[src/design/scanPkg.sv]
package scanPkg;

  ////////////////////////////////////////
  // ASIC geometry
  ////////////////////////////////////////

  parameter int NumChannels = 64;

  // Three discriminators per channel on the front end
  parameter int DiscriPerChannel = 3;

  ////////////////////////////////////////
  // Configuration and scan types
  ////////////////////////////////////////

  typedef logic [9:0] dacCode_t;   // Threshold DAC code
  typedef logic [5:0] chanId_t;    // Channel number

  // One bit per channel, Ctest injection enable
  typedef logic [NumChannels-1:0] ctestMask_t;

  // Discriminator mask, channel n owns bits 3n to 3n+2
  typedef logic [DiscriPerChannel*NumChannels-1:0] discriMask_t;

  typedef logic [15:0] trigCount_t;  // Triggers per DAC step

endpackage

[src/design/streamPkg.sv]
package streamPkg;

  ////////////////////////////////////////
  // Output stream word
  ////////////////////////////////////////

  typedef logic [15:0] streamWord_t;

  ////////////////////////////////////////
  // Framing and tags
  ////////////////////////////////////////

  // "SC" in ASCII, opens a scan
  parameter streamWord_t HeaderWord = 16'h5343;

  // Closes a scan, sent with last set
  parameter streamWord_t TailWord = 16'hFF45;

  // Upper byte of the channel word
  parameter logic [7:0] TagChanSingle = 8'h43;  // "C", one channel
  parameter logic [7:0] TagChanAll    = 8'h63;  // "c", all channels

  // Upper nibble of the DAC word
  parameter logic [3:0] TagDac = 4'hD;

endpackage

[src/design/streamIf.sv]
`timescale 1ns/1ps

// Credit-controlled word link between two blocks
// Sender starts with as many credits as the receiver has slots
interface streamIf;
  import streamPkg::*;

  logic        valid;   // One cycle per word, never stalled
  streamWord_t data;
  logic        last;    // Marks the tail word
  logic        credit;  // One cycle per freed slot

  modport sender (
    output valid,
    output data,
    output last,
    input  credit
  );

  modport receiver (
    input  valid,
    input  data,
    input  last,
    output credit
  );

endinterface

[src/design/triggerCounter.sv]
`timescale 1ns/1ps

module triggerCounter #(
  parameter int WindowCycles = 32
) (
  input  logic                Clk,
  input  logic                reset_n,
  input  logic                trigger,
  input  logic                countStart,
  output logic                countDone,
  output scanPkg::trigCount_t countValue
);
  import scanPkg::*;

  localparam int WinW = $clog2(WindowCycles + 1);

  logic [1:0]      trigSync;  // Trigger is asynchronous to Clk
  logic            trigLast;
  logic            trigEdge;
  logic            windowOn;
  logic [WinW-1:0] windowCnt;
  trigCount_t      hits;

  assign trigEdge = trigSync[1] & ~trigLast;

  always_ff @(posedge Clk or negedge reset_n) begin
    if (!reset_n) begin
      trigSync <= '0;
      trigLast <= 1'b0;
    end else begin
      trigSync <= {trigSync[0], trigger};
      trigLast <= trigSync[1];
    end
  end

  ////////////////////////////////////////
  // Counting window
  ////////////////////////////////////////

  always_ff @(posedge Clk or negedge reset_n) begin
    if (!reset_n) begin
      windowOn   <= 1'b0;
      windowCnt  <= '0;
      hits       <= '0;
      countDone  <= 1'b0;
      countValue <= '0;
    end else begin
      countDone <= 1'b0;
      if (countStart) begin
        windowOn  <= 1'b1;
        windowCnt <= '0;
        hits      <= '0;
      end else if (windowOn) begin
        windowCnt <= windowCnt + 1'b1;
        if (windowCnt == WinW'(WindowCycles - 1)) begin
          // Last window cycle, edge seen here still counts
          windowOn   <= 1'b0;
          countDone  <= 1'b1;
          countValue <= hits + trigCount_t'(trigEdge);
        end else if (trigEdge) begin
          hits <= hits + 1'b1;
        end
      end
    end
  end

endmodule

[src/design/scanController.sv]
`timescale 1ns/1ps

module scanController #(
  parameter int FifoDepth    = 8,
  parameter int SettleCycles = 20
) (
  input  logic                 Clk,
  input  logic                 reset_n,
  input  logic                 testStart,
  input  logic                 singleChannel,
  input  scanPkg::chanId_t     selChannel,
  input  logic                 ctestInject,
  input  scanPkg::dacCode_t    startDac,
  input  scanPkg::dacCode_t    endDac,
  input  logic                 configDone,
  input  logic                 countDone,
  input  scanPkg::trigCount_t  countValue,
  input  logic                 transmitDone,
  output scanPkg::ctestMask_t  ctestMask,
  output scanPkg::discriMask_t discriMask,
  output scanPkg::dacCode_t    dacOut,
  output logic                 configLoad,
  output logic                 forceRaz,
  output logic                 countStart,
  output logic                 testDone,
  streamIf.sender              stream
);
  import scanPkg::*;
  import streamPkg::*;

  localparam int CreditW = $clog2(FifoDepth + 1);
  localparam int SettleW = $clog2(SettleCycles + 1);

  typedef enum logic [3:0] {
    Idle, SendHeader, SendChan, SendDac, LoadConfig, WaitConfig, WaitConfigLow,
    Settle, WaitCount, SendCount, NextStep, NextChannel, SendTail, WaitCredits, Done
  } scanState_t;

  scanState_t       state;
  logic [CreditW-1:0] creditCnt;
  logic             emitState;
  logic             sendWord;
  logic [SettleW-1:0] settleCnt;
  chanId_t          chan;
  dacCode_t         dacCode;
  logic             singleMode;  // Latched at start of scan
  logic             ctestMode;

  ////////////////////////////////////////
  // Credits toward the FIFO
  ////////////////////////////////////////

  assign emitState = state inside {SendHeader, SendChan, SendDac, SendCount, SendTail};
  assign sendWord  = emitState && (creditCnt != '0);

  always_ff @(posedge Clk or negedge reset_n) begin
    if (!reset_n) begin
      creditCnt    <= CreditW'(FifoDepth);
      stream.valid <= 1'b0;
    end else begin
      creditCnt    <= creditCnt + CreditW'(stream.credit) - CreditW'(sendWord);
      stream.valid <= sendWord;
    end
  end

  ////////////////////////////////////////
  // Sweep FSM
  ////////////////////////////////////////

  always_ff @(posedge Clk or negedge reset_n) begin
    if (!reset_n) begin
      state       <= Idle;
      ctestMask   <= '0;
      discriMask  <= '1;          // Everything masked
      dacOut      <= '0;
      configLoad  <= 1'b0;
      forceRaz    <= 1'b0;
      countStart  <= 1'b0;
      testDone    <= 1'b0;
      settleCnt   <= '0;
      chan        <= '0;
      dacCode     <= '0;
      singleMode  <= 1'b0;
      ctestMode   <= 1'b0;
      stream.data <= '0;
      stream.last <= 1'b0;
    end else begin
      configLoad  <= 1'b0;  // Pulses
      countStart  <= 1'b0;
      stream.last <= 1'b0;
      case (state)
        Idle: begin
          ctestMask  <= '0;
          discriMask <= '1;
          testDone   <= 1'b0;
          if (testStart) begin
            singleMode <= singleChannel;
            ctestMode  <= ctestInject;
            chan       <= singleChannel ? selChannel : '0;
            dacCode    <= startDac;
            state      <= SendHeader;
          end
        end
        SendHeader: if (sendWord) begin
          stream.data <= HeaderWord;
          state       <= SendChan;
        end
        SendChan: if (sendWord) begin
          stream.data <= {singleMode ? TagChanSingle : TagChanAll, 2'b00, chan};
          ctestMask   <= ctestMode ? (ctestMask_t'(1) << chan) : '0;
          discriMask  <= discriMask_t'(3'b111) << (8'(chan) * 8'd3);
          state       <= SendDac;
        end
        SendDac: if (sendWord) begin
          stream.data <= {TagDac, 2'b00, dacCode};
          dacOut      <= {<<{dacCode}};  // ASIC shifts the LSB in first
          state       <= LoadConfig;
        end
        LoadConfig: begin
          configLoad <= 1'b1;
          forceRaz   <= 1'b1;
          state      <= WaitConfig;
        end
        WaitConfig: if (configDone) state <= WaitConfigLow;
        WaitConfigLow: if (!configDone) begin
          settleCnt <= '0;
          state     <= Settle;
        end
        Settle: begin
          settleCnt <= settleCnt + 1'b1;
          if (settleCnt == SettleW'(SettleCycles - 1)) begin
            forceRaz   <= 1'b0;
            countStart <= 1'b1;
            state      <= WaitCount;
          end
        end
        WaitCount: if (countDone) state <= SendCount;
        SendCount: if (sendWord) begin
          stream.data <= countValue;  // Held by the counter until next window
          state       <= NextStep;
        end
        NextStep: begin
          if (dacCode == endDac) begin
            dacCode <= startDac;
            state   <= NextChannel;
          end else begin
            dacCode <= dacCode + 1'b1;
            state   <= SendDac;
          end
        end
        NextChannel: begin
          if (singleMode || chan == chanId_t'(NumChannels - 1)) begin
            state <= SendTail;
          end else begin
            chan  <= chan + 1'b1;
            state <= SendChan;
          end
        end
        SendTail: if (sendWord) begin
          stream.data <= TailWord;
          stream.last <= 1'b1;
          state       <= WaitCredits;
        end
        // FIFO drained once every credit is back
        WaitCredits: if (creditCnt == CreditW'(FifoDepth)) begin
          testDone <= 1'b1;
          state    <= Done;
        end
        Done: if (transmitDone) begin
          testDone <= 1'b0;
          state    <= Idle;
        end
        default: state <= Idle;
      endcase
    end
  end

endmodule

[src/design/creditFifo.sv]
`timescale 1ns/1ps

module creditFifo #(
  parameter int FifoDepth = 8
) (
  input logic       Clk,
  input logic       reset_n,
  streamIf.receiver inPort,
  streamIf.sender   outPort
);
  import streamPkg::*;

  localparam int AddrW = $clog2(FifoDepth);
  localparam int FillW = $clog2(FifoDepth + 1);

  // Slots in the packer queue
  localparam logic [1:0] PackerCredits = 2'd2;

  streamWord_t      memData [FifoDepth];
  logic             memLast [FifoDepth];
  logic [AddrW-1:0] wrPtr;
  logic [AddrW-1:0] rdPtr;
  logic [FillW-1:0] fill;         // Stored words
  logic [1:0]       downCredits;
  logic             popWord;

  assign popWord = (fill != '0) && (downCredits != '0);

  always_ff @(posedge Clk) begin
    if (inPort.valid) begin
      memData[wrPtr] <= inPort.data;
      memLast[wrPtr] <= inPort.last;
    end
  end

  ////////////////////////////////////////
  // Pointers and credits
  ////////////////////////////////////////

  always_ff @(posedge Clk or negedge reset_n) begin
    if (!reset_n) begin
      wrPtr         <= '0;
      rdPtr         <= '0;
      fill          <= '0;
      downCredits   <= PackerCredits;
      inPort.credit <= 1'b0;
      outPort.valid <= 1'b0;
    end else begin
      if (inPort.valid) wrPtr <= (wrPtr == AddrW'(FifoDepth - 1)) ? '0 : wrPtr + 1'b1;
      if (popWord) rdPtr <= (rdPtr == AddrW'(FifoDepth - 1)) ? '0 : rdPtr + 1'b1;
      fill          <= fill + FillW'(inPort.valid) - FillW'(popWord);
      downCredits   <= downCredits + 2'(outPort.credit) - 2'(popWord);
      inPort.credit <= popWord;  // Slot freed by this pop
      outPort.valid <= popWord;
    end
  end

  // Word toward the packer
  always_ff @(posedge Clk) begin
    if (popWord) begin
      outPort.data <= memData[rdPtr];
      outPort.last <= memLast[rdPtr];
    end
  end

endmodule

[src/design/usbPacker.sv]
`timescale 1ns/1ps

module usbPacker (
  input  logic                  Clk,
  input  logic                  reset_n,
  input  logic                  outReady,
  streamIf.receiver             inPort,
  output streamPkg::streamWord_t outData,
  output logic                  outValid,
  output logic                  outLast
);
  import streamPkg::*;

  streamWord_t holdData [2];
  logic        holdLast [2];
  logic        wrSel;
  logic        rdSel;
  logic [1:0]  holdCnt;
  logic        accept;

  // Oldest entry stays on the port until taken
  assign outValid = holdCnt != 2'd0;
  assign outData  = holdData[rdSel];
  assign outLast  = outValid & holdLast[rdSel];
  assign accept   = outValid && outReady;

  always_ff @(posedge Clk) begin
    if (inPort.valid) begin
      holdData[wrSel] <= inPort.data;
      holdLast[wrSel] <= inPort.last;
    end
  end

  always_ff @(posedge Clk or negedge reset_n) begin
    if (!reset_n) begin
      wrSel         <= 1'b0;
      rdSel         <= 1'b0;
      holdCnt       <= 2'd0;
      inPort.credit <= 1'b0;
    end else begin
      if (inPort.valid) wrSel <= ~wrSel;
      if (accept) rdSel <= ~rdSel;
      holdCnt       <= holdCnt + 2'(inPort.valid) - 2'(accept);
      inPort.credit <= accept;  // Entry freed
    end
  end

endmodule

[src/design/scurveTop.sv]
`timescale 1ns/1ps

module scurveTop #(
  parameter int FifoDepth    = 8,
  parameter int WindowCycles = 32,
  parameter int SettleCycles = 20
) (
  input  logic                   Clk,
  input  logic                   reset_n,
  input  logic                   testStart,
  input  logic                   singleChannel,
  input  scanPkg::chanId_t       selChannel,
  input  logic                   ctestInject,
  input  scanPkg::dacCode_t      startDac,
  input  scanPkg::dacCode_t      endDac,
  input  logic                   configDone,
  input  logic                   trigger,
  input  logic                   outReady,
  input  logic                   transmitDone,
  output scanPkg::ctestMask_t    ctestMask,
  output scanPkg::discriMask_t   discriMask,
  output scanPkg::dacCode_t      dacOut,
  output logic                   configLoad,
  output logic                   forceRaz,
  output streamPkg::streamWord_t outData,
  output logic                   outValid,
  output logic                   outLast,
  output logic                   testDone
);
  import scanPkg::*;

  logic       countStart;
  logic       countDone;
  trigCount_t countValue;

  streamIf ctrlToFifo ();
  streamIf fifoToPacker ();

  ////////////////////////////////////////
  // Producer and its counter
  ////////////////////////////////////////

  scanController #(
    .FifoDepth   (FifoDepth),
    .SettleCycles(SettleCycles)
  ) uScanController (
    .Clk          (Clk),
    .reset_n      (reset_n),
    .testStart    (testStart),
    .singleChannel(singleChannel),
    .selChannel   (selChannel),
    .ctestInject  (ctestInject),
    .startDac     (startDac),
    .endDac       (endDac),
    .configDone   (configDone),
    .countDone    (countDone),
    .countValue   (countValue),
    .transmitDone (transmitDone),
    .ctestMask    (ctestMask),
    .discriMask   (discriMask),
    .dacOut       (dacOut),
    .configLoad   (configLoad),
    .forceRaz     (forceRaz),
    .countStart   (countStart),
    .testDone     (testDone),
    .stream       (ctrlToFifo.sender)
  );

  triggerCounter #(
    .WindowCycles(WindowCycles)
  ) uTriggerCounter (
    .Clk       (Clk),
    .reset_n   (reset_n),
    .trigger   (trigger),
    .countStart(countStart),
    .countDone (countDone),
    .countValue(countValue)
  );

  ////////////////////////////////////////
  // Buffer and consumer
  ////////////////////////////////////////

  creditFifo #(
    .FifoDepth(FifoDepth)
  ) uCreditFifo (
    .Clk    (Clk),
    .reset_n(reset_n),
    .inPort (ctrlToFifo.receiver),
    .outPort(fifoToPacker.sender)
  );

  usbPacker uUsbPacker (
    .Clk     (Clk),
    .reset_n (reset_n),
    .outReady(outReady),
    .inPort  (fifoToPacker.receiver),
    .outData (outData),
    .outValid(outValid),
    .outLast (outLast)
  );

endmodule

[config.mk]
export PLATFORM = sky130hd
export DESIGN_NAME = scurveTop
export DESIGN_NICKNAME = d
export VERILOG_FILES = /design/src/design/scanPkg.sv /design/src/design/streamPkg.sv /design/src/design/streamIf.sv /design/src/design/triggerCounter.sv /design/src/design/scanController.sv /design/src/design/creditFifo.sv /design/src/design/usbPacker.sv /design/src/design/scurveTop.sv
export SDC_FILE = /design/constraint.sdc
export NUM_CORES = 1
export LEC_CHECK = 0
export ABC_AREA = 1
export BUFFER_PORTS_ARGS = -buffer_cell sky130_fd_sc_hd__buf_2
export CAP_MARGIN = 10
export CELL_PAD_IN_SITES_DETAIL_PLACEMENT = 1
export CELL_PAD_IN_SITES_GLOBAL_PLACEMENT = 2
export CORE_MARGIN = 5
export CORE_UTILIZATION = 35
export DETAILED_ROUTE_END_ITERATION = 10
export PLACE_DENSITY = 0.9
export SETUP_SLACK_MARGIN = 0.4
export SYNTH_ARGS = -nofsm -noshare
export SYNTH_HDL_FRONTEND = slang
export SYNTH_SLANG_ARGS = --single-unit
[constraint.sdc]
create_clock -name Clk -period 2.8 [get_ports Clk]
set_input_delay 0.14 -clock Clk [delete_from_list [all_inputs] [get_ports Clk]]
set_output_delay 0.14 -clock Clk [all_outputs]
set_load 0.01 [all_outputs]
==> impl_metrics.ini, run 1 <==
[logic_synthesis]
ys_ff_latch = 439
yosys.area.top_type_share_pct = 27.0
synth_simple_gate_area_share_pct = 23.6
ys_types = 41
yosys-top-cells-count = nand2_1 (696), nor2_1 (263), nand3_1 (223), edfxtp_1 (187), dfrtp_1 (186)
synth_area_per_cell_um2 = 9.11
synth_area_leaders = edfxtp_1 (27%), dfrtp_1 (22%), nand2_1 (13%)
synthAdderAreaFrac_pct = 2.06
synth-warning-count = 0
synthArstFlopShare_pct = 57.4
synth_xor_xnor_area_share_pct = 1.43
syn_area_mm2 = 0.0208
synth_top_family_by_area = simple AND/OR/NAND/NOR gates
synth_fp_nets = 2348
syn_inst = 2280
synth_compound_area_share_pct = 5.35
yosysMostFrequentCell = nand2_1
synth_mux_area_share_pct = 0.0542
yosysSeqAreaShare_pct = 57.8
synth-main-ff-cell = edfxtp_1
synth_edf_count = 187
synth_top_cell_by_area = edfxtp_1

[clock_tree]
cts.reportedPaths.clkPinSlew_ps = 60
cts.path.max_buffers = 3
clockRootBuffer = clkbuf_16
tritoncts = built
htreeDepth = 2
clock-sinks = 439
insertion_delay_ps = 630
cts_buffers = 49

[sta]
relSlewSlack_pct = 43.7
worstMarginPinSlew_ps = 843
period_share_pct = 79.7
timing.fmax_ghz = 0.448
fin_hold_ws_ps = 21.6
setup_viol = 0
rsz0062_at_grt = false
slew_viol_final = 0
hold_viol = 0
period_needed_ps = 2230
clock-skew-final_ps = 54.4
setup_tns_ps = 0

[floorplanning]
dieArea_mm2 = 0.0643
std_cell_rows = 89
num_io_pins = 322
core_mm2 = 0.0589
initial_utilization_pct = 35.2
dieWidth_um = 254
die_h_um = 254

[worst_setup_path]
cpPeakStageDelay_ps = 370
crit_path_end_kind = flop
crit_path_max_fanout = 4
cp_slowest_cell = dfstp_2
cp_top_family = adder cells
cp-start-kind = flop
crit_type = flop to flop
path_buf_inv = 5
cp_cell_sequence = inv_1, ha_2, inv_1, nor2_4, inv_1, nand2_2, clkinv_4, ha_1, inv_1, ha_2, fa_2, xor2_1
required_ps = 3260
cp.arrival_ps = 2690
crit_top_cell = inv_1

[routing]
dr.pass1.iters = 5
vias = 16400
drt_iter0_drc = 1010
avgViaCountPerCell = 4.96
wl_mm = 63.6
postRouteAntennaNets = 0
drc_errors = 0
routedWlPerCell_um = 19.3

[pwr]
finalPower_mw = 22.8
p_leak_nw = 10.6
p_per_area_mw_per_mm2 = 942
irDropWorstVdd_mv = 0.693

[grt]
antenna_found_initial = 2
grt_use_total_pct = 19.0
grt_pass1_vias = 17000
grt-ovfl-total = 0
grt_max_degree = 130
grt_pass1_wl_mm = 97.8

[placement]
port_buffers = 321
place_congestion = 0.836
hpwl_mm = 43.8

[layout]
fin_nets = 2554
synthToLayoutAreaGrowth_pct = 16.5
nFillCells = 6875
drive_gt1_share_pct = 20.9

[hold_path]
hold_path.class = input pin to flop

[flow_run]
drv_cap = 0

[status]
status = complete, no violations
==> registers in the layout (all words and copies together) (netlist names), 8 cells and up <==
name	cells
uScanController.ctestMask	64
uScanController.dacCode	10
uUsbPacker.holdData	32
uTriggerCounter.hits	16
uCreditFifo.outPort.data	16
uScanController.dacOut	10
uScanController.discriMask	64
uScanController.stream.data	16
uTriggerCounter.countValue	16
uCreditFifo.memLast	8
uCreditFifo.memData	128
==> metal layers <==
metal  up-vias  share of wire (%)  global-route usage, %
li1       7700                  -                      -
met1      8218                 44                   25.8
met3        98                5.4                   3.48
met5         -              0.020                      0
met4         2                2.2                   4.60
met2       353                 49                   31.8
==> worst paths after layout <==
path	from	end	slack, ps	cells after the start
setup / recovery	uScanController.creditCnt[3]	uScanController.creditCnt[2]	570	12
hold / removal	testStart	uScanController.singleMode	20	3
setup reg to reg	uScanController.creditCnt[3]	uScanController.creditCnt[2]	570	12
hold reg to reg	uTriggerCounter.trigSync[0]	uTriggerCounter.trigSync[1]	350	0
max in group asynchronous	reset_n	uScanController.state[2]	1810	3
min in group asynchronous	reset_n	uScanController.chan[4]	40	2
==> cell families after synthesis <==
family | count (synthesis)
compound gates | 191
xor+xnor | 34
fa+ha+maj | 33
buf+inv | 372
flops | 439
mux | 1
simple gates | 1210
==> report_power, final <==
group | total [mW] | internal [mW] | switching (mW)
clock | 6.52 | 3.74 | 2.78
combinational | 7.37 | 2.50 | 4.87
sequential | 8.91 | 7.86 | 1.05
total | 22.8 | 14.1 | 8.70
==> stage by stage <==
step	std cells	utilization (%)	cell area (um^2)	setup slack, ps
floorplan	2280	-	20800	413
global placement	3178	37.8	22300	448
detailed placement	3178	37.8	22300	334
CTS	3296	41.0	24100	400
global route	3299	41.1	24200	403
finish	3301	41.1	24200	568
==> what timing repair did <==
item                       CTS  global route
hold buffers                24             0
hold endpoints to repair   225             0
setup endpoints to repair    2            25
gates resized for setup      5             9
buffers inserted             3             3
==> final cells by class <==
cell class / instances / area (um^2) / share of cell area [%]
flip-flops and latches: 439 / 12000 / 49.6
multi-input cells: 1469 / 6790 / 28.1
repair buffers: 392 / 2300 / 9.50
clock buffers: 68 / 1340 / 5.53
well taps: 773 / 967 / 4.00
inverters: 135 / 512 / 2.12
clock inverters: 23 / 275 / 1.14
diodes: 2 / 5.00 / 0.0207
==> worst reg2reg max path: cells and delay by family, from the launching register on <==
family                   cells  cell delay, ps
flip-flops                   1             370
AND/OR/NAND/NOR              2             250
XOR/XNOR                     1             160
buffers and inverters        5             330
adder cells (fa/ha/maj)      4             980
==> cells in the final DEF, fill, tap and decap left out, drive strengths merged, types with 26 or more instances in the layout <==
cell and instances:
nor2 267, a21oi 27, nand3 223, edfxtp 187, nand2 700, ha 31, buf 368, o32ai 34
clkbuf 68, xor2 26, inv 130, dfrtp 186, o21ai 117, dfstp 66
Note: power is estimated with default switching activity, not from simulation.
==> run 2: changes to the inputs <==
ABC_AREA = 0   (was 1)
CORE_UTILIZATION = 34   (was 35)
PLACE_DENSITY = 0.86   (was 0.9)
clock period = 1.8 ns   (was 2.8 ns; I/O delays follow)
==> run 2 against run 1 <==
- largest power group is now clock
- core utilization grew 9.4 points
- design area up 20%
- global-route usage increased by 1.5 points
- the flow now finishes with violations (negative setup slack)
- highest routed layer unchanged
- maximum frequency grew 0.72%
- critical path type unchanged
==> impl_metrics.ini, run 2 <==
[placement]
port_buffers = 321
hpwl_mm = 40.3
dpl.cell_count = 2620
place_congestion = 0.828

[clock_tree]
clockRootBuffer = clkbuf_16
cts.path.max_buffers = 3
cts.reportedPaths.clkPinSlew_ps = 60
tritoncts = built
cts_buffers = 49
insertion_delay_ps = 620
clock-sinks = 439
htreeDepth = 2

[layout]
nFillCells = 5801
top_register = uCreditFifo.memData
n_antenna_cell = 0
largest_reg_flops = 128
top_regs = uCreditFifo.memData x128, uScanController.ctestMask x64, uScanController.discriMask x64
layout_commonest_cell = buf_2
fin_nets = 2145
multi_input_comb_area_mm2 = 0.00844
seq_area_mm2 = 0.0120
synthToLayoutAreaGrowth_pct = 47.7
finalNonFillerCells = 2883
layout_common_cells = buf_2 (304), edfxtp_1 (187), dfrtp_1 (172)
drive_gt1_share_pct = 59.3

[logic_synthesis]
synth_xor_xnor_area_share_pct = 2.45
syn_inst = 1620
synth_compound_area_share_pct = 9.53
synth_top_family_by_area = simple AND/OR/NAND/NOR gates
synth_area_per_cell_um2 = 12.1
synthArstFlopShare_pct = 57.4
synthAdderAreaFrac_pct = 2.18
synth-warning-count = 0
yosys-top-cells-count = nand2_1 (212), edfxtp_1 (187), dfrtp_1 (186), buf_4 (134), o21ai_0 (99)
synth-main-ff-cell = edfxtp_1
yosysSeqAreaShare_pct = 61.1
yosys.area.top_type_share_pct = 28.6
synth_fp_nets = 1688
synth_top_cell_by_area = edfxtp_1
synth_edf_count = 187
ys_types = 70
ys_ff_latch = 439
synth_mux_area_share_pct = 6.98
synth_area_leaders = edfxtp_1 (29%), dfrtp_1 (24%), dfstp_2 (8.8%)
synth_simple_gate_area_share_pct = 9.74
yosysMostFrequentCell = nand2_1
syn_area_mm2 = 0.0197

[flow_run]
drv_cap = 0

[routing]
avgViaCountPerCell = 5.21
wl_mm = 70.5
drc_errors = 0
dr.pass1.iters = 5
postRouteAntennaNets = 0
routedWlPerCell_um = 24.5
drt_iter0_drc = 907
vias = 15000

[pwr]
p_per_area_mw_per_mm2 = 768
irDropWorstVdd_mv = 0.634
finalPower_mw = 22.3
p_leak_nw = 11.9

[grt]
grt_max_degree = 94
grt_use_total_pct = 20.5
grt-ovfl-total = 0
grt_pass1_wl_mm = 101
grt_pass1_vias = 16200
antenna_found_initial = 1

[worst_setup_path]
crit_path_max_fanout = 7
cp_cell_sequence = inv_2, ha_4, nor3b_2, a2111o_2, buf_12, buf_12, buf_16, buf_16, o21ai_2
cpPeakStageDelay_ps = 540
cp_top_family = buffers and inverters
path_buf_inv = 5
crit_type = flop to flop
cp.arrival_ps = 2740
crit_path_end_kind = flop
cp_slowest_cell = dfstp_2
required_ps = 2320
cp-start-kind = flop

[floorplanning]
initial_utilization_pct = 34.2
core_mm2 = 0.0575
dieArea_mm2 = 0.0627
std_cell_rows = 88
dieWidth_um = 250
die_h_um = 250
num_io_pins = 322

[sta]
setup_viol = 157
setup_tns_ps = -49280
worstMarginPinSlew_ps = 560
period_needed_ps = 2220
period_share_pct = 123
slew_viol_final = 0
hold_viol = 0
rsz0062_at_grt = true
timing.fmax_ghz = 0.451
worst_slack_ps = -416
relSlewSlack_pct = 62.7
clock-skew-final_ps = 32.7
fin_hold_ws_ps = 71.8

[status]
status = finished, violations left
violations = negative setup slack

[hold_path]
hold_path.class = input pin to flop
-- run 2: changes by cell type in the layout (fill, tap and decap cells not counted), moves of 36 or more --
cell / delta
a21oi_1: +47
o21ai_2: +106
nand2_4: +39
buf_6: +67
buf_12: +38
nand2_1: -608
nand2_2: +80
nor2_1: -211
buf_4: +87
inv_1: -95
o21ai_0: -96
nand3_1: -209
o21ai_1: +36
-- run 2: report_power, final --
| part | internal [mW] | switching, mW |
|---|---|---|
| clock | 6.28 | 4.42 |
| sequential | 10.5 | 0.0892 |
| combinational | 0.552 | 0.476 |
| total | 17.3 | 4.99 |
-- run 2: worst register-to-register path: stages, from the launching register on --
cell      delay, ps
dfstp_2         540
inv_2            50
ha_4            150
nor3b_2         170
a2111o_2        480
buf_12          180
buf_12          140
buf_16          150
buf_16          150
o21ai_2         140
-- run 2: per-stage QoR --
stage / util [%] / setup slack, ps / area (um^2)
after floorplan: - / -503 / 20100
final: 50.5 / -416 / 29000
after global placement: 39.0 / -370 / 22400
after CTS: 48.0 / -405 / 27600
after detailed placement: 39.0 / -427 / 22400
after global routing: 50.5 / -468 / 29000
-- run 2: cell type report --
type	instances	share of cell area (%)
repair buffers	620	19.7
inverters	43	0.591
multi-input cells	924	29.1
clock buffers	61	4.56
clock inverters	31	1.34
well taps	765	3.30
flip-flops and latches	439	41.4
-- run 2: logic make-up (layout without fill, tap and decap cells) --
family | Yosys count | in the layout
compound gates | 332 | 333
xor+xnor | 55 | 55
simple gates | 414 | 415
buf+inv | 259 | 755
mux | 88 | 88
fa+ha+maj | 33 | 33
flops | 439 | 439
-- run 2: path summary, 6_finish.rpt --
path / from / endpoint / depth (start not counted) / slack, ps
max in group asynchronous: reset_n / uScanController.dacCode[3] / 3 / 1110
max: uScanController.creditCnt[3] / uScanController.discriMask[122] / 9 / -420
min in group asynchronous: reset_n / uCreditFifo.downCredits[1] / 2 / 90
max reg2reg: uScanController.creditCnt[3] / uScanController.discriMask[122] / 9 / -420
min: testStart / uScanController.ctestMode / 5 / 70
min reg2reg: uTriggerCounter.trigSync[0] / uTriggerCounter.trigSync[1] / 0 / 360
-- run 2: routing by layer --
layer  vias to the layer above  GRT usage [%]  part of all wire (%)
li1                       6552              -                     -
met1                      7815           25.9                    40
met2                       462           35.8                    52
met3                       181           3.16                   4.0
met4                         2           7.45                   4.4
met5                         -              0                 0.028
-- run 2: what timing repair did --
item / CTS / global route
hold buffers: 24 / 0
cloned: 35 / 15
hold endpoints to repair: 214 / 0
gates resized for setup: 493 / 246
pin swaps: 121 / 54
setup buffers: 79 / 18
setup endpoints to repair: 453 / 616
